===== config.mk =====
export PLATFORM = sky130hd
export DESIGN_NAME = regfile
export DESIGN_NICKNAME = d
export VERILOG_FILES = /design/src/common/rv_pkg.sv /design/src/source/regfile.sv
export SDC_FILE = /design/constraint.sdc
export NUM_CORES = 2
export LEC_CHECK = 0
export ABC_CLOCK_PERIOD_IN_PS = 4800
export BUFFER_PORTS_ARGS = -buffer_cell sky130_fd_sc_hd__clkbuf_2
export CAP_MARGIN = 20
export CORE_ASPECT_RATIO = 0.5
export CORE_UTILIZATION = 40
export CTS_CLUSTER_SIZE = 24
export DETAILED_ROUTE_END_ITERATION = 16
export PLACE_DENSITY = 0.62
export SLEW_MARGIN = 15
export SYNTH_ARGS = -nofsm -noshare
export SYNTH_HDL_FRONTEND = slang
export SYNTH_SLANG_ARGS = --single-unit

===== constraint.sdc =====
create_clock -name i_clk -period 4.8 [get_ports i_clk]
set_input_delay 0.24 -clock i_clk [delete_from_list [all_inputs] [get_ports i_clk]]
set_output_delay 0.24 -clock i_clk [all_outputs]
set_load 0.03 [all_outputs]

===== src/common/rv_pkg.sv =====
package rv_pkg;

   localparam int XLEN = 64;
   localparam int REG_AW = 5;          // register address bits
   localparam int DMEM_WORDS = 64;     // data ram depth in doublewords
   localparam int DMEM_AW = $clog2(DMEM_WORDS);

   // major opcodes
   localparam logic [6:0] OPC_LUI = 7'b0110111;
   localparam logic [6:0] OPC_AUIPC = 7'b0010111;
   localparam logic [6:0] OPC_JAL = 7'b1101111;
   localparam logic [6:0] OPC_JALR = 7'b1100111;
   localparam logic [6:0] OPC_BRANCH = 7'b1100011;
   localparam logic [6:0] OPC_LOAD = 7'b0000011;
   localparam logic [6:0] OPC_STORE = 7'b0100011;
   localparam logic [6:0] OPC_OPIMM = 7'b0010011;
   localparam logic [6:0] OPC_OP = 7'b0110011;
   localparam logic [6:0] OPC_OPIMM32 = 7'b0011011;
   localparam logic [6:0] OPC_OP32 = 7'b0111011;

   localparam logic [2:0] F3_ADD = 3'b000;
   localparam logic [2:0] F3_SLL = 3'b001;
   localparam logic [2:0] F3_SLT = 3'b010;
   localparam logic [2:0] F3_SLTU = 3'b011;
   localparam logic [2:0] F3_XOR = 3'b100;
   localparam logic [2:0] F3_SRL = 3'b101;   // srl and sra
   localparam logic [2:0] F3_OR = 3'b110;
   localparam logic [2:0] F3_AND = 3'b111;

   localparam logic [2:0] F3_BEQ = 3'b000;
   localparam logic [2:0] F3_BNE = 3'b001;
   localparam logic [2:0] F3_BLT = 3'b100;
   localparam logic [2:0] F3_BGE = 3'b101;
   localparam logic [2:0] F3_BLTU = 3'b110;
   localparam logic [2:0] F3_BGEU = 3'b111;

   localparam logic [6:0] F7_BASE = 7'b0000000;
   localparam logic [6:0] F7_ALT = 7'b0100000;   // sub, sra

   typedef enum logic [3:0] {
      ALU_ADD, ALU_SUB, ALU_SLL, ALU_SLT, ALU_SLTU,
      ALU_XOR, ALU_SRL, ALU_SRA, ALU_OR, ALU_AND
   } alu_op_t;

   typedef enum logic [3:0] {
      BR_NONE, BR_BEQ, BR_BNE, BR_BLT, BR_BGE,
      BR_BLTU, BR_BGEU, BR_JAL, BR_JALR
   } br_op_t;

   typedef enum logic {OPB_REG, OPB_IMM} opb_sel_t;
   typedef enum logic [1:0] {OPA_REG, OPA_PC, OPA_ZERO} opa_sel_t;
   typedef enum logic [1:0] {WB_ALU, WB_LSU, WB_PC4} wb_sel_t;
   typedef enum logic [1:0] {MEM_B, MEM_H, MEM_W, MEM_D} mem_size_t;

   typedef struct packed {
      logic [6:0] funct7;
      logic [REG_AW-1:0] rs2;
      logic [REG_AW-1:0] rs1;
      logic [2:0] funct3;
      logic [REG_AW-1:0] rd;
      logic [6:0] opcode;
   } r_fmt_t;

   typedef struct packed {
      logic [11:0] imm;
      logic [REG_AW-1:0] rs1;
      logic [2:0] funct3;
      logic [REG_AW-1:0] rd;
      logic [6:0] opcode;
   } i_fmt_t;

   typedef struct packed {
      logic [6:0] imm_hi;
      logic [REG_AW-1:0] rs2;
      logic [REG_AW-1:0] rs1;
      logic [2:0] funct3;
      logic [4:0] imm_lo;
      logic [6:0] opcode;
   } s_fmt_t;

   typedef struct packed {
      logic imm_12;
      logic [5:0] imm_10_5;
      logic [REG_AW-1:0] rs2;
      logic [REG_AW-1:0] rs1;
      logic [2:0] funct3;
      logic [3:0] imm_4_1;
      logic imm_11;
      logic [6:0] opcode;
   } b_fmt_t;

   typedef struct packed {
      logic [19:0] imm;
      logic [REG_AW-1:0] rd;
      logic [6:0] opcode;
   } u_fmt_t;

   typedef struct packed {
      logic imm_20;
      logic [9:0] imm_10_1;
      logic imm_11;
      logic [7:0] imm_19_12;
      logic [REG_AW-1:0] rd;
      logic [6:0] opcode;
   } j_fmt_t;

   typedef union packed {
      r_fmt_t r;
      i_fmt_t i;
      s_fmt_t s;
      b_fmt_t b;
      u_fmt_t u;
      j_fmt_t j;
   } insn_t;

endpackage


===== src/source/regfile.sv =====
`timescale 1ns/100ps

module regfile import rv_pkg::*; (
   input logic i_clk,
   input logic i_we,
   input logic [REG_AW-1:0] i_waddr,
   input logic [XLEN-1:0] i_wdata,
   input logic [REG_AW-1:0] i_raddr1,
   input logic [REG_AW-1:0] i_raddr2,
   output logic [XLEN-1:0] o_rdata1,
   output logic [XLEN-1:0] o_rdata2
);

   logic [XLEN-1:0] regs [2**REG_AW];

   always_ff @(posedge i_clk) begin
      if (i_we && i_waddr != '0)  // x0 stays zero
         regs[i_waddr] <= i_wdata;
   end

   assign o_rdata1 = (i_raddr1 == '0) ? '0 : regs[i_raddr1];
   assign o_rdata2 = (i_raddr2 == '0) ? '0 : regs[i_raddr2];

endmodule


==> metrics.txt <==
run status finished, final reports clean; GRT Total Usage 0.249; GR Overflow Total 0; number of antenna violations at the first check in global routing 14; largest registers regs x2048; commonest cells after routing, fill and taps aside 2048 x sky130_fd_sc_hd__edfxtp_1, 920 x sky130_fd_sc_hd__mux4_2, 284 x sky130_fd_sc_hd__mux2i_1, 200 x sky130_fd_sc_hd__clkbuf_2, 197 x sky130_fd_sc_hd__clkbuf_16; Clock Pin Slew Worst Setup and Hold Paths 60 ps; Post-CTS Setup Inserts 0; Chip Height 345 um; Die X 687 um; Row Count 125; detailed placer's ending HPWL 161000 um; count of different cell masters after synthesis 48; ratio of cells with drive above 1 in the final layout 0.353; clock tree from TritonCTS done; slew at the pin closest to its max-slew limit 1160 ps; met3 WL post-DR 29400 um; final count of pins violating max slew 0; number of global-route vias before repair 54800; leakage dissipation 33.9 nW; number of detailed-routing iterations run before antenna repair 6; Hold Crit Start i_wdata[52]; Layout Nets 4963; routed metal-1 wirelength 116000 um; Final setup viols 0; worst setup slack after layout 890 ps; number of flip-flops in the largest register 2048; wire per inst 36.7 um; most common library cell in the layout ignoring fill and taps sky130_fd_sc_hd__edfxtp_1; RePlAce Congestion 0.810; top-level port count 209; count of final hold-check violations 0; Hold Crit Class primary input to flop; gate count after technology mapping 4565; Primary FF master, synth sky130_fd_sc_hd__edfxtp_1; post-route DRC violation count 0; initial core utilization 0.404; asr flop ratio synth 0; highest signal layer in the routed design met5; met2 WL post-DR 142000 um; register bank with the most flops regs; Die Footprint 0.237 mm^2; Data arrival, critical path 3670 ps; H-tree Lvls 4; MaxCap Viol Count 0; time the worst path needs with I/O delays and setup 3910 ps; Crit Path Max Fanout 29; pre-CTS setup slack 870 ps; Hold Path Cell Cnt 1; largest net degree at the start of global routing 112; number of buffers inserted by port buffering 208; global-route wire length before repair 417000 um; violation count after the first detailed-routing iteration 7441; Hold EP regs[22][52]$_DFFE_PP_; area of the placeable core 0.233 mm^2; signed area change from the synthesized netlist to the final layout 13.3%; crit start category primary input; CTS root buf sky130_fd_sc_hd__clkbuf_16; via count 54000; required time of the worst setup path 4560 ps; average cell area after synthesis 20.6 um^2; worst-case vdd ir drop 0.000395 V; Resized cells post-CTS 0; via density per instance 6.63; number of synthesis warnings 0; f_max 0.256 GHz; number of flip-flops and latches in the synthesized netlist 2048; kind of critical path primary input to output pin; total clock buffers created by CTS 193; RSZ-0062 raised after global routing false; total power divided by cell area 364 mW/mm^2; launch point of the critical path i_raddr2[3]; Final Cycle Share 0.814; Sinks on Clock Net 2048; critical path endpoint category output pin; register area share after synthesis 0.655; Mapped Area 0.0939 mm^2; number of enable-type register cells in the synthesized netlist 2048; share of the core filled with cells 0.457; remaining antenna violation count 0; Post-Route WL 299000 um; CTS Hold Buffers Added 33; Clock Path Buffers 3; relative slew slack 0.225; setup TNS 0 ps
==> cell type report <==
type                            instances  area [um^2]
Clock buffer                          247         5120
Antenna cell                            3         7.51
Clock inverter                        105          862
Inverter                                2         15.0
Multi-Input combinational cell       2202        31100
Tap cell                             3111         3890
Sequential cell                      2048        61500
Timing Repair Buffer                  435         3870
Fill cell                           19400       126000
==> kinds of logic after synthesis <==
group	count (synthesis)	synth area share
other	1	0.0000399
DFF	2048	0.655
muxes	1353	0.269
buffers and inverters	378	0.0196
and+or+nand+nor	292	0.0159
AOI/OAI and AO/OA	493	0.0409
==> per-stage QoR <==
| step | cell area [um^2] | hold WS (ps) | cells | power (mW) |
|---|---|---|---|---|
| 2_1_floorplan | 94200 | 339 | 4628 | 22.7 |
| 3_3_place_gp | 100000 | 806 | 7762 | 24.1 |
| 3_5_place_dp | 100000 | 864 | 7765 | 24.1 |
| 4_1_cts | 106000 | 0.808 | 8150 | 38.9 |
| 5_1_grt | 106000 | 57.3 | 8153 | 39.7 |
| 6_report | 106000 | 39.5 | 8153 | 38.7 |
==> worst max-delay path, stage by stage <==
cell and delay, ps:
sky130_fd_sc_hd__clkbuf_2 600, sky130_fd_sc_hd__and2_4 750, sky130_fd_sc_hd__buf_12 330, sky130_fd_sc_hd__buf_4 240, sky130_fd_sc_hd__a22o_1 160, sky130_fd_sc_hd__a211oi_1 50
sky130_fd_sc_hd__buf_4 140, sky130_fd_sc_hd__nor3_1 740, sky130_fd_sc_hd__clkbuf_2 360
==> power by group <==
part / switching [mW] / internal (mW)
logic: 2.27 / 1.46
clock network: 6.81 / 8.16
registers: 0.107 / 19.9
==> worst max-delay path by stage <==
| stage | to | slack, ps |
|---|---|---|
| after detailed placement | o_rdata2[44] | 870 |
| after global routing | o_rdata2[44] | 910 |
| after CTS | o_rdata2[44] | 860 |
| after floorplan | regs[12][0]$_DFFE_PP_ | 750 |
| after global placement | o_rdata2[44] | 870 |
| final | o_rdata2[44] | 890 |
==> cell usage after synthesis (2+ instances only) <==
master | number | area [um^2]
sky130_fd_sc_hd__a21o_1 | 49 | 368
sky130_fd_sc_hd__nand3b_1 | 8 | 60.1
sky130_fd_sc_hd__and3_1 | 59 | 369
sky130_fd_sc_hd__buf_1 | 41 | 154
sky130_fd_sc_hd__a311oi_1 | 4 | 35.0
sky130_fd_sc_hd__or3b_2 | 5 | 43.8
sky130_fd_sc_hd__or3_1 | 3 | 18.8
sky130_fd_sc_hd__edfxtp_1 | 2048 | 61500
sky130_fd_sc_hd__o21ai_0 | 4 | 20.0
sky130_fd_sc_hd__a211o_1 | 3 | 26.3
sky130_fd_sc_hd__a211oi_1 | 58 | 435
sky130_fd_sc_hd__clkbuf_1 | 161 | 604
sky130_fd_sc_hd__buf_2 | 115 | 576
sky130_fd_sc_hd__nor3_1 | 64 | 320
sky130_fd_sc_hd__nor4_1 | 9 | 56.3
sky130_fd_sc_hd__nand2b_1 | 9 | 56.3
sky130_fd_sc_hd__a21oi_1 | 7 | 35.0
sky130_fd_sc_hd__nand3_1 | 7 | 35.0
sky130_fd_sc_hd__a21boi_0 | 5 | 37.5
sky130_fd_sc_hd__nor2_1 | 43 | 161
sky130_fd_sc_hd__o221ai_1 | 69 | 604
sky130_fd_sc_hd__buf_6 | 16 | 180
sky130_fd_sc_hd__a22o_1 | 59 | 517
sky130_fd_sc_hd__nor2b_1 | 4 | 25.0
sky130_fd_sc_hd__o21ai_1 | 3 | 15.0
sky130_fd_sc_hd__buf_4 | 43 | 323
sky130_fd_sc_hd__o22ai_1 | 70 | 438
sky130_fd_sc_hd__mux4_2 | 920 | 20700
sky130_fd_sc_hd__nor3b_1 | 2 | 15.0
sky130_fd_sc_hd__a221o_1 | 6 | 60.1
sky130_fd_sc_hd__nand2_1 | 71 | 267
sky130_fd_sc_hd__a221oi_1 | 68 | 596
sky130_fd_sc_hd__and3b_1 | 2 | 17.5
sky130_fd_sc_hd__mux2i_1 | 284 | 2840
sky130_fd_sc_hd__and2_1 | 3 | 18.8
sky130_fd_sc_hd__mux2_2 | 149 | 1680
sky130_fd_sc_hd__a31oi_1 | 9 | 56.3
sky130_fd_sc_hd__a22oi_1 | 75 | 563
==> metal layers <==
metal | vias to the layer above | track usage
li1 | 20700 | -
met1 | 29300 | 0.340
met5 | - | 0
met3 | 598 | 0.0477
met2 | 3411 | 0.401
met4 | 10 | 0.0911
No activity file was read; power rests on OpenSTA's default activity.
