==> config.mk <==
export PLATFORM = sky130hd
export DESIGN_NAME = idu
export DESIGN_NICKNAME = d
export VERILOG_FILES = /design/src/common/rv_pkg.sv /design/src/idu/idu.sv
export SDC_FILE = /design/constraint.sdc
export NUM_CORES = 1
export LEC_CHECK = 0
export BUFFER_PORTS_ARGS = -buffer_cell sky130_fd_sc_hd__buf_2
export CAP_MARGIN = 25
export CORE_AREA = 5 5 62 64
export DETAILED_ROUTE_END_ITERATION = 10
export DIE_AREA = 0 0 67 69
export PLACE_DENSITY_LB_ADDON = 0.3
export SLEW_MARGIN = 20
export SYNTH_ARGS = -nofsm -noshare
export SYNTH_HDL_FRONTEND = slang
export SYNTH_SLANG_ARGS = --single-unit
==> constraint.sdc <==
create_clock -name vclk -period 2.2
set_clock_uncertainty 0.05 [all_clocks]
set_input_delay 0 -clock vclk [all_inputs]
set_output_delay 0 -clock vclk [all_outputs]
set_load 0.05 [all_outputs]
==> src/common/rv_pkg.sv <==
package rv_pkg;

   localparam int XLEN = 64;
   localparam int REG_AW = 5;          // register address bits
   localparam int DMEM_WORDS = 64;     // data ram depth in doublewords
   localparam int DMEM_AW = $clog2(DMEM_WORDS);

   // major opcodes
   localparam logic [6:0] OPC_LUI = 7'b0110111;
   localparam logic [6:0] OPC_AUIPC = 7'b0010111;
   localparam logic [6:0] OPC_JAL = 7'b1101111;
   localparam logic [6:0] OPC_JALR = 7'b1100111;
   localparam logic [6:0] OPC_BRANCH = 7'b1100011;
   localparam logic [6:0] OPC_LOAD = 7'b0000011;
   localparam logic [6:0] OPC_STORE = 7'b0100011;
   localparam logic [6:0] OPC_OPIMM = 7'b0010011;
   localparam logic [6:0] OPC_OP = 7'b0110011;
   localparam logic [6:0] OPC_OPIMM32 = 7'b0011011;
   localparam logic [6:0] OPC_OP32 = 7'b0111011;

   localparam logic [2:0] F3_ADD = 3'b000;
   localparam logic [2:0] F3_SLL = 3'b001;
   localparam logic [2:0] F3_SLT = 3'b010;
   localparam logic [2:0] F3_SLTU = 3'b011;
   localparam logic [2:0] F3_XOR = 3'b100;
   localparam logic [2:0] F3_SRL = 3'b101;   // srl and sra
   localparam logic [2:0] F3_OR = 3'b110;
   localparam logic [2:0] F3_AND = 3'b111;

   localparam logic [2:0] F3_BEQ = 3'b000;
   localparam logic [2:0] F3_BNE = 3'b001;
   localparam logic [2:0] F3_BLT = 3'b100;
   localparam logic [2:0] F3_BGE = 3'b101;
   localparam logic [2:0] F3_BLTU = 3'b110;
   localparam logic [2:0] F3_BGEU = 3'b111;

   localparam logic [6:0] F7_BASE = 7'b0000000;
   localparam logic [6:0] F7_ALT = 7'b0100000;   // sub, sra

   typedef enum logic [3:0] {
      ALU_ADD, ALU_SUB, ALU_SLL, ALU_SLT, ALU_SLTU,
      ALU_XOR, ALU_SRL, ALU_SRA, ALU_OR, ALU_AND
   } alu_op_t;

   typedef enum logic [3:0] {
      BR_NONE, BR_BEQ, BR_BNE, BR_BLT, BR_BGE,
      BR_BLTU, BR_BGEU, BR_JAL, BR_JALR
   } br_op_t;

   typedef enum logic {OPB_REG, OPB_IMM} opb_sel_t;
   typedef enum logic [1:0] {OPA_REG, OPA_PC, OPA_ZERO} opa_sel_t;
   typedef enum logic [1:0] {WB_ALU, WB_LSU, WB_PC4} wb_sel_t;
   typedef enum logic [1:0] {MEM_B, MEM_H, MEM_W, MEM_D} mem_size_t;

   typedef struct packed {
      logic [6:0] funct7;
      logic [REG_AW-1:0] rs2;
      logic [REG_AW-1:0] rs1;
      logic [2:0] funct3;
      logic [REG_AW-1:0] rd;
      logic [6:0] opcode;
   } r_fmt_t;

   typedef struct packed {
      logic [11:0] imm;
      logic [REG_AW-1:0] rs1;
      logic [2:0] funct3;
      logic [REG_AW-1:0] rd;
      logic [6:0] opcode;
   } i_fmt_t;

   typedef struct packed {
      logic [6:0] imm_hi;
      logic [REG_AW-1:0] rs2;
      logic [REG_AW-1:0] rs1;
      logic [2:0] funct3;
      logic [4:0] imm_lo;
      logic [6:0] opcode;
   } s_fmt_t;

   typedef struct packed {
      logic imm_12;
      logic [5:0] imm_10_5;
      logic [REG_AW-1:0] rs2;
      logic [REG_AW-1:0] rs1;
      logic [2:0] funct3;
      logic [3:0] imm_4_1;
      logic imm_11;
      logic [6:0] opcode;
   } b_fmt_t;

   typedef struct packed {
      logic [19:0] imm;
      logic [REG_AW-1:0] rd;
      logic [6:0] opcode;
   } u_fmt_t;

   typedef struct packed {
      logic imm_20;
      logic [9:0] imm_10_1;
      logic imm_11;
      logic [7:0] imm_19_12;
      logic [REG_AW-1:0] rd;
      logic [6:0] opcode;
   } j_fmt_t;

   typedef union packed {
      r_fmt_t r;
      i_fmt_t i;
      s_fmt_t s;
      b_fmt_t b;
      u_fmt_t u;
      j_fmt_t j;
   } insn_t;

endpackage

==> src/idu/idu.sv <==
`timescale 1ns/100ps

module idu import rv_pkg::*; (
   input insn_t i_insn,
   input logic i_valid,
   output logic o_valid,
   output logic o_illegal,
   output logic o_rf_we,
   output logic [REG_AW-1:0] o_rd,
   output logic [REG_AW-1:0] o_rs1_addr,
   output logic [REG_AW-1:0] o_rs2_addr,
   output opa_sel_t o_opa_sel,
   output opb_sel_t o_opb_sel,
   output alu_op_t o_alu_op,
   output logic o_word_op,
   output br_op_t o_br_op,
   output logic o_load,
   output logic o_store,
   output mem_size_t o_mem_size,
   output logic o_mem_unsigned,
   output wb_sel_t o_wb_sel,
   output logic [XLEN-1:0] o_imm
);

   logic [6:0] opcode;
   logic [2:0] funct3;
   logic [6:0] funct7;
   logic f7_base, f7_alt;
   logic f6_base, f6_alt;
   alu_op_t f3_op;
   logic [XLEN-1:0] imm_i, imm_s, imm_b, imm_u, imm_j;

   assign opcode = i_insn.r.opcode;
   assign funct3 = i_insn.r.funct3;
   assign funct7 = i_insn.r.funct7;

   assign f7_base = (funct7 == F7_BASE);
   assign f7_alt = (funct7 == F7_ALT);
   assign f6_base = (funct7[6:1] == F7_BASE[6:1]); // rv64 shifts use a 6-bit shamt
   assign f6_alt = (funct7[6:1] == F7_ALT[6:1]);

   assign imm_i = {{(XLEN-12){i_insn.i.imm[11]}}, i_insn.i.imm};
   assign imm_s = {{(XLEN-12){i_insn.s.imm_hi[6]}}, i_insn.s.imm_hi, i_insn.s.imm_lo};
   assign imm_b = {{(XLEN-12){i_insn.b.imm_12}}, i_insn.b.imm_11, i_insn.b.imm_10_5,
                   i_insn.b.imm_4_1, 1'b0};
   assign imm_u = {{(XLEN-32){i_insn.u.imm[19]}}, i_insn.u.imm, 12'b0};
   assign imm_j = {{(XLEN-20){i_insn.j.imm_20}}, i_insn.j.imm_19_12, i_insn.j.imm_11,
                   i_insn.j.imm_10_1, 1'b0};

   // funct3 maps to the alu op and bit 30 picks the arithmetic shift
   always_comb begin
      case (funct3)
         F3_ADD: f3_op = ALU_ADD;
         F3_SLL: f3_op = ALU_SLL;
         F3_SLT: f3_op = ALU_SLT;
         F3_SLTU: f3_op = ALU_SLTU;
         F3_XOR: f3_op = ALU_XOR;
         F3_SRL: f3_op = funct7[5] ? ALU_SRA : ALU_SRL;
         F3_OR: f3_op = ALU_OR;
         default: f3_op = ALU_AND;
      endcase
   end

   always_comb begin
      o_illegal = 1'b0;
      o_rf_we = 1'b1;
      o_opa_sel = OPA_REG;
      o_opb_sel = OPB_IMM;
      o_alu_op = ALU_ADD;   // also the address adder for loads and stores
      o_word_op = 1'b0;
      o_br_op = BR_NONE;
      o_load = 1'b0;
      o_store = 1'b0;
      o_mem_size = mem_size_t'(funct3[1:0]);
      o_mem_unsigned = funct3[2];
      o_wb_sel = WB_ALU;
      o_imm = imm_i;

      case (opcode)
         OPC_LUI: begin
            o_opa_sel = OPA_ZERO;
            o_imm = imm_u;
         end
         OPC_AUIPC: begin
            o_opa_sel = OPA_PC;
            o_imm = imm_u;
         end
         OPC_JAL: begin
            o_br_op = BR_JAL;
            o_wb_sel = WB_PC4;  // link value
            o_imm = imm_j;
         end
         OPC_JALR: begin
            o_br_op = BR_JALR;
            o_wb_sel = WB_PC4;
            o_illegal = (funct3 != 3'b000);
         end
         OPC_BRANCH: begin
            o_rf_we = 1'b0;
            o_opb_sel = OPB_REG;
            o_imm = imm_b;
            case (funct3)
               F3_BEQ: o_br_op = BR_BEQ;
               F3_BNE: o_br_op = BR_BNE;
               F3_BLT: o_br_op = BR_BLT;
               F3_BGE: o_br_op = BR_BGE;
               F3_BLTU: o_br_op = BR_BLTU;
               F3_BGEU: o_br_op = BR_BGEU;
               default: o_illegal = 1'b1;
            endcase
         end
         OPC_LOAD: begin
            o_load = 1'b1;
            o_wb_sel = WB_LSU;
            o_illegal = (funct3 == 3'b111); // no unsigned doubleword
         end
         OPC_STORE: begin
            o_rf_we = 1'b0;
            o_store = 1'b1;
            o_imm = imm_s;
            o_illegal = funct3[2];
         end
         OPC_OPIMM: begin
            o_alu_op = f3_op;
            if (funct3 == F3_SLL)
               o_illegal = !f6_base;
            else if (funct3 == F3_SRL)
               o_illegal = !(f6_base || f6_alt);
         end
         OPC_OPIMM32: begin
            o_alu_op = f3_op;
            o_word_op = 1'b1;
            case (funct3)
               F3_ADD: o_illegal = 1'b0;
               F3_SLL: o_illegal = !f7_base;
               F3_SRL: o_illegal = !(f7_base || f7_alt);
               default: o_illegal = 1'b1;
            endcase
         end
         OPC_OP, OPC_OP32: begin
            o_opb_sel = OPB_REG;
            o_word_op = (opcode == OPC_OP32);
            o_alu_op = (funct3 == F3_ADD && f7_alt) ? ALU_SUB : f3_op;
            if (f7_alt)
               o_illegal = !(funct3 == F3_ADD || funct3 == F3_SRL);
            else if (!f7_base)
               o_illegal = 1'b1;
            else if (o_word_op) // only add, sll and srl have a w form
               o_illegal = !(funct3 == F3_ADD || funct3 == F3_SLL || funct3 == F3_SRL);
         end
         default: o_illegal = 1'b1;
      endcase

      if (o_illegal) begin
         o_rf_we = 1'b0;
         o_load = 1'b0;
         o_store = 1'b0;
         o_br_op = BR_NONE;
      end
   end

   assign o_rd = i_insn.r.rd;
   assign o_rs1_addr = i_insn.r.rs1;
   assign o_rs2_addr = i_insn.r.rs2;
   assign o_valid = i_valid;

endmodule

==> results of run 1 <==
## cell families (layout without fill, tap and decap cells)
logic type,Yosys count,after routing,share of synthesized area
compound gates,42,42,0.249
mux,2,2,0.0186
buf+inv,66,139,0.367
simple gates,73,73,0.349
xor+xnor,1,1,0.00722
fa+ha+maj,1,1,0.00825
## area by class of cell
| cell class | count | area, um2 | share of cell area |
|---|---|---|---|
| multi-input cells | 119 | 773 | 0.504 |
| repair buffers | 136 | 693 | 0.452 |
| well taps | 46 | 57.6 | 0.0375 |
| inverters | 3 | 11.3 | 0.00733 |
## cell usage after synthesis, types with 3 or more instances
master	count	area [um2]
sky130_fd_sc_hd__a21o_1	19	143
sky130_fd_sc_hd__o21ai_0	7	35.0
sky130_fd_sc_hd__nor2_1	15	56.3
sky130_fd_sc_hd__nand2_1	14	52.6
sky130_fd_sc_hd__nand3_1	3	15.0
sky130_fd_sc_hd__nand2b_1	4	25.0
sky130_fd_sc_hd__buf_4	52	390
sky130_fd_sc_hd__clkbuf_1	9	33.8
sky130_fd_sc_hd__a22o_1	4	35.0
sky130_fd_sc_hd__and2_1	4	25.0
sky130_fd_sc_hd__and3b_1	4	35.0
sky130_fd_sc_hd__nand3b_1	3	22.5
sky130_fd_sc_hd__nor2b_1	10	62.6
sky130_fd_sc_hd__and3_1	3	18.8
## routing by layer
metal / up-vias / part of all wire / GRT usage / wire length, um
met5: - / 0 / 0 / 0
li1: 737 / - / - / -
met3: 2 / 0.077 / 0.0162 / 308
met2: 58 / 0.50 / 0.282 / 1980
met1: 604 / 0.42 / 0.209 / 1680
met4: 0 / 0.0035 / 0.0180 / 14
## per-stage QoR
step	power [uW]	cell area, um2	hold WS (ns)
floorplan	483	1220	0.0543
CTS	560	1540	0.254
global placement	553	1530	-0.0494
finish	556	1540	0.252
global route	583	1540	0.255
detailed placement	553	1530	-0.0494
## power groups by stage
stage | combinational, uW | clock (uW) | sequential, uW
floorplan | 483 | 0 | 0
global placement | 553 | 0 | 0
CTS | 560 | 0 | 0
detailed placement | 553 | 0 | 0
global route | 583 | 0 | 0
finish | 556 | 0 | 0
## worst max-delay path: cells and delay by family
kind | cells | cell delay (ns)
compound gates | 2 | 0.43
buf+inv | 2 | 0.41
simple gates | 3 | 0.94
## worst min path at each step
stage,start,to,slack (ns),cells past startpoint
final,i_insn[15],o_rs1_addr[0],0.25,2
after global routing,i_insn[19],o_rs1_addr[4],0.25,2
after CTS,i_insn[15],o_rs1_addr[0],0.25,2
after detailed placement,i_valid,o_valid,-0.05,0
after global placement,i_valid,o_valid,-0.05,0
after floorplan,i_insn[4],o_wb_sel[0],0.05,1
==> flow_summary.ini, run 1 <==
[worst_setup_path]
crit_path_launch_type = primary input
crit_path_category = in -> out
cp_slowest_cell = sky130_fd_sc_hd__or4_4
crit_end = o_store
critical_path.endpoint_type = output pin
worst_path_largest_cell_delay_ns = 0.56
crit_chain = buf_2 -> or4_4 -> nor3_4 -> a211oi_1 -> a311oi_2 -> nor3b_2 -> buf_2
worst_setup_path_startpoint = i_insn[31]
cp.required_ns = 2.15
critical-path-top-cell-by-count = sky130_fd_sc_hd__buf_2
critical_path_data_arrival_time_ns = 1.76
crit_fanout = 4

[floorplanning]
initial_utilization = 0.376
num_io_pins = 134
die-width_um = 67
die-area_um2 = 4620
chipHeight_um = 69
rows = 21
core-area_um2 = 3230

[worst_hold_path]
hold_class = in -> out

[timing]
fmaxAchievable_ghz = 0.552
slew_violations = 0
hold_viol = 0
totalNegativeSetupSlack_ns = 0
grt_setup_unrepaired = no
postLayoutSetupSlackWorst_ns = 0.387
final_setup_violation_count = 0
final_min_period_over_clock_period = 0.824
max_slew.worst_pin.slew_ns = 0.731
finalWorstPathRequiredPeriod_ns = 1.81
slew-limit-headroom = 0.511

[cells_and_area]
count_of_clock_buffers_in_the_final_design = 0
seqCellArea_um2 = 0
final_layout_size_suffix_gt1_frac = 0.558
num_antenna_cells = 0
layout.cells.most_common = sky130_fd_sc_hd__buf_2
final_cell_mix = sky130_fd_sc_hd__buf_2, sky130_fd_sc_hd__a21o_1, sky130_fd_sc_hd__nor2_1
numSequentialCells = 0
layout.nets = 293
layout.filler_cells = 372
layoutNonFillerInstCount = 304
area_growth_syn_to_layout_pct = 26.5
final_util = 0.475

[cts]
post_cts.resized_instances = 0
post-cts-setup-buffer-count = 0
cts_hold_buffers = 1

[place]
gp_routability_congestion = 0.846
hpwlAfterDp_um = 3320
placement.setup.worst_slack_ns = 0.402
placed_cells_incl_taps = 303
place.port_buffers = 132

[global_route]
gr-usage-all-layers = 0.159
global_route_wire_length_before_repair_um = 6250
grt_max_degree = 35
antenna_violations_before_repair = 0
vias_in_the_first_global_route = 1339
global_route.overflow_total = 0

[yosys]
count_of_synthesis_stage_warnings_from_yosys = 0
ys_seq_area_frac = 0
synth_cell_types = 40
synth_fp_nets = 218
syn_area_per_cell_um2 = 6.56
postSynthCellCount = 185
post_synth_instance_area_um2 = 1210

[power]
seqPwrFrac = 0
power.static_leakage_uw = 0.000945
combinationalPowerShare = 1.000
power.share.clock = 0
internal_power_uw = 124
power_per_cell_area_nw_per_um2 = 362
net-switching-power_uw = 432
swShare = 0.777
vdd_ir_drop_max_v = 0.000164

[run_status]
outcome = completed

[drt]
detail_route.first_pass.iterations = 4
drt-initial-drc-count = 39
final_antenna_net_count = 0
routed_wire_length_per_instance_um = 13.1
routed-via-count = 1401
post-route-drc-count = 0
vias_per_cell = 4.61
postRouteWirelength_um = 3990

[flow_run]
max_cap_violations = 0
Power figures use the tool's default switching activity.
==> inputs of run 2 (changes only) <==
--- a/config.mk
+++ b/config.mk
@@ -7,9 +7,9 @@
 export LEC_CHECK = 0
 export BUFFER_PORTS_ARGS = -buffer_cell sky130_fd_sc_hd__buf_2
 export CAP_MARGIN = 25
-export CORE_AREA = 5 5 62 64
+export CORE_AREA = 5 5 65 67
 export DETAILED_ROUTE_END_ITERATION = 10
-export DIE_AREA = 0 0 67 69
+export DIE_AREA = 0 0 70 72
 export PLACE_DENSITY_LB_ADDON = 0.3
 export SLEW_MARGIN = 20
 export SYNTH_ARGS = -nofsm -noshare
==> constraint.sdc (replaced) <==
create_clock -name vclk -period 1.85
set_clock_uncertainty 0.05 [all_clocks]
set_input_delay 0 -clock vclk [all_inputs]
set_output_delay 0 -clock vclk [all_outputs]
set_load 0.05 [all_outputs]
==> run 2 against run 1 <==
Setup slack got worse by 0.35 ns. Critical endpoint unchanged. Critical path depth did not move. Global-route usage fell by 1.1 points. Highest routed layer is now met3.
==> flow_summary.ini, run 2 (same netlist as run 1, synthesis figures left out) <==
[run_status]
outcome = completed

[drt]
vias_per_cell = 4.69
drt-initial-drc-count = 36
postRouteWirelength_um = 4180
final_antenna_net_count = 0
detail_route.first_pass.iterations = 4
post-route-drc-count = 0
routed-via-count = 1469
routed_wire_length_per_instance_um = 13.3

[floorplanning]
rows = 22
num_io_pins = 134
initial_utilization = 0.339
core-area_um2 = 3580
die-area_um2 = 5040
chipHeight_um = 72
die-width_um = 70

[power]
power.static_leakage_uw = 0.000990
vdd_ir_drop_max_v = 0.000182
power_per_cell_area_nw_per_um2 = 414

[worst_hold_path]
holdPathEnd = o_rs1_addr[4]
hold_class = in -> out
worstHoldPathCells = 2
min_from = i_insn[19]

[worst_setup_path]
cp.required_ns = 1.80
crit_fanout = 4
crit_path_launch_type = primary input
crit_path_category = in -> out
critical_path.endpoint_type = output pin
critical_path_data_arrival_time_ns = 1.76

[cells_and_area]
numSequentialCells = 0
layout.cell_area.non_filler_um2 = 1640
final_cell_mix = sky130_fd_sc_hd__buf_2, sky130_fd_sc_hd__a21o_1, sky130_fd_sc_hd__nor2_1
final_layout_size_suffix_gt1_frac = 0.577
layout.nets = 300
num_antenna_cells = 0
area_growth_syn_to_layout_pct = 35.5
count_of_clock_buffers_in_the_final_design = 0
layout.cells.most_common = sky130_fd_sc_hd__buf_2
seqCellArea_um2 = 0

[place]
place.port_buffers = 132
gp_routability_congestion = 0.857
hpwlAfterDp_um = 3530
placed_cell_area_um2 = 1590

[global_route]
grt_max_degree = 20
vias_in_the_first_global_route = 1392
global_route.overflow_total = 0
antenna_violations_before_repair = 0
global_route_wire_length_before_repair_um = 6530
gr-usage-all-layers = 0.148

[flow_run]
max_cap_violations = 0

[timing]
fmaxAchievable_ghz = 0.551
hold-worst-slack_ns = 0.252
grt_setup_unrepaired = yes
finalWorstPathRequiredPeriod_ns = 1.81
final_setup_violation_count = 0
max_slew.worst_pin.slew_ns = 0.527
slew_violations = 0
slew-limit-headroom = 0.648
hold_viol = 0
final_min_period_over_clock_period = 0.981
run 2: changes by cell type in the layout (fill, tap and decap cells not counted), sizes merged:
cell / delta
buf: +7
run 2: through the flow:
stage	setup TNS [ns]	util	power, uW	setup slack (ns)	std cells
floorplan	0	-	577	0.0205	185
global placement	-0.0182	0.443	669	-0.00937	311
detailed placement	-0.119	0.443	670	-0.0635	311
CTS	0	0.449	678	0.00107	312
global route	-0.139	0.459	716	-0.0890	313
finish	0	0.459	680	0.0351	313
run 2: metal layers:
metal,wire [um],vias to the layer above,track usage,part of all wire
met2,2130,61,0.271,0.51
met5,0,-,0,0
met1,1710,659,0.195,0.41
met3,336,0,0.0180,0.080
met4,0,0,0.00851,0
li1,-,749,-,-
run 2: timing repair:
action / 4_1_cts / 5_1_grt
endpoints found under the setup margin: 3 / 4
buffers inserted: 0 / 1
cloned: 0 / 0
hold endpoints to repair: 1 / 0
resized for setup: 4 / 7
pin swaps: 0 / 4
hold buffers: 1 / 0
run 2: worst max-delay path, stage by stage:
cell and delay, ns:
sky130_fd_sc_hd__buf_6 0.09, sky130_fd_sc_hd__or4_4 0.55, sky130_fd_sc_hd__nor3_4 0.23, sky130_fd_sc_hd__nand2_1 0.08, sky130_fd_sc_hd__a311oi_2 0.36, sky130_fd_sc_hd__nor3b_4 0.26
sky130_fd_sc_hd__buf_6 0.18
run 2: worst max-delay path by stage:
stage	startpoint	end	slack (ns)	cells past startpoint
3_3_place_gp	i_insn[31]	o_rf_we	-0.009	7
5_1_grt	i_insn[26]	o_store	-0.09	7
4_1_cts	i_insn[31]	o_store	0.001	7
3_5_place_dp	i_insn[31]	o_store	-0.06	7
2_1_floorplan	i_insn[31]	o_store	0.02	5
6_report	i_insn[26]	o_store	0.04	7
run 2: layout make-up:
cell class,count,area [um2]
repair buffers,143,779
multi-input cells,119,793
inverters,3,11.3
well taps,48,60.1
fillers,405,1930
run 2: power by group:
| part | total (uW) | leakage, uW | switching [uW] | internal, uW |
|---|---|---|---|---|
| sequential | 0 | 0 | 0 | 0 |
| clock | 0 | 0 | 0 | 0 |
| combinational | 680 | 0.000990 | 518 | 162 |
| total | 680 | 0.000990 | 518 | 162 |
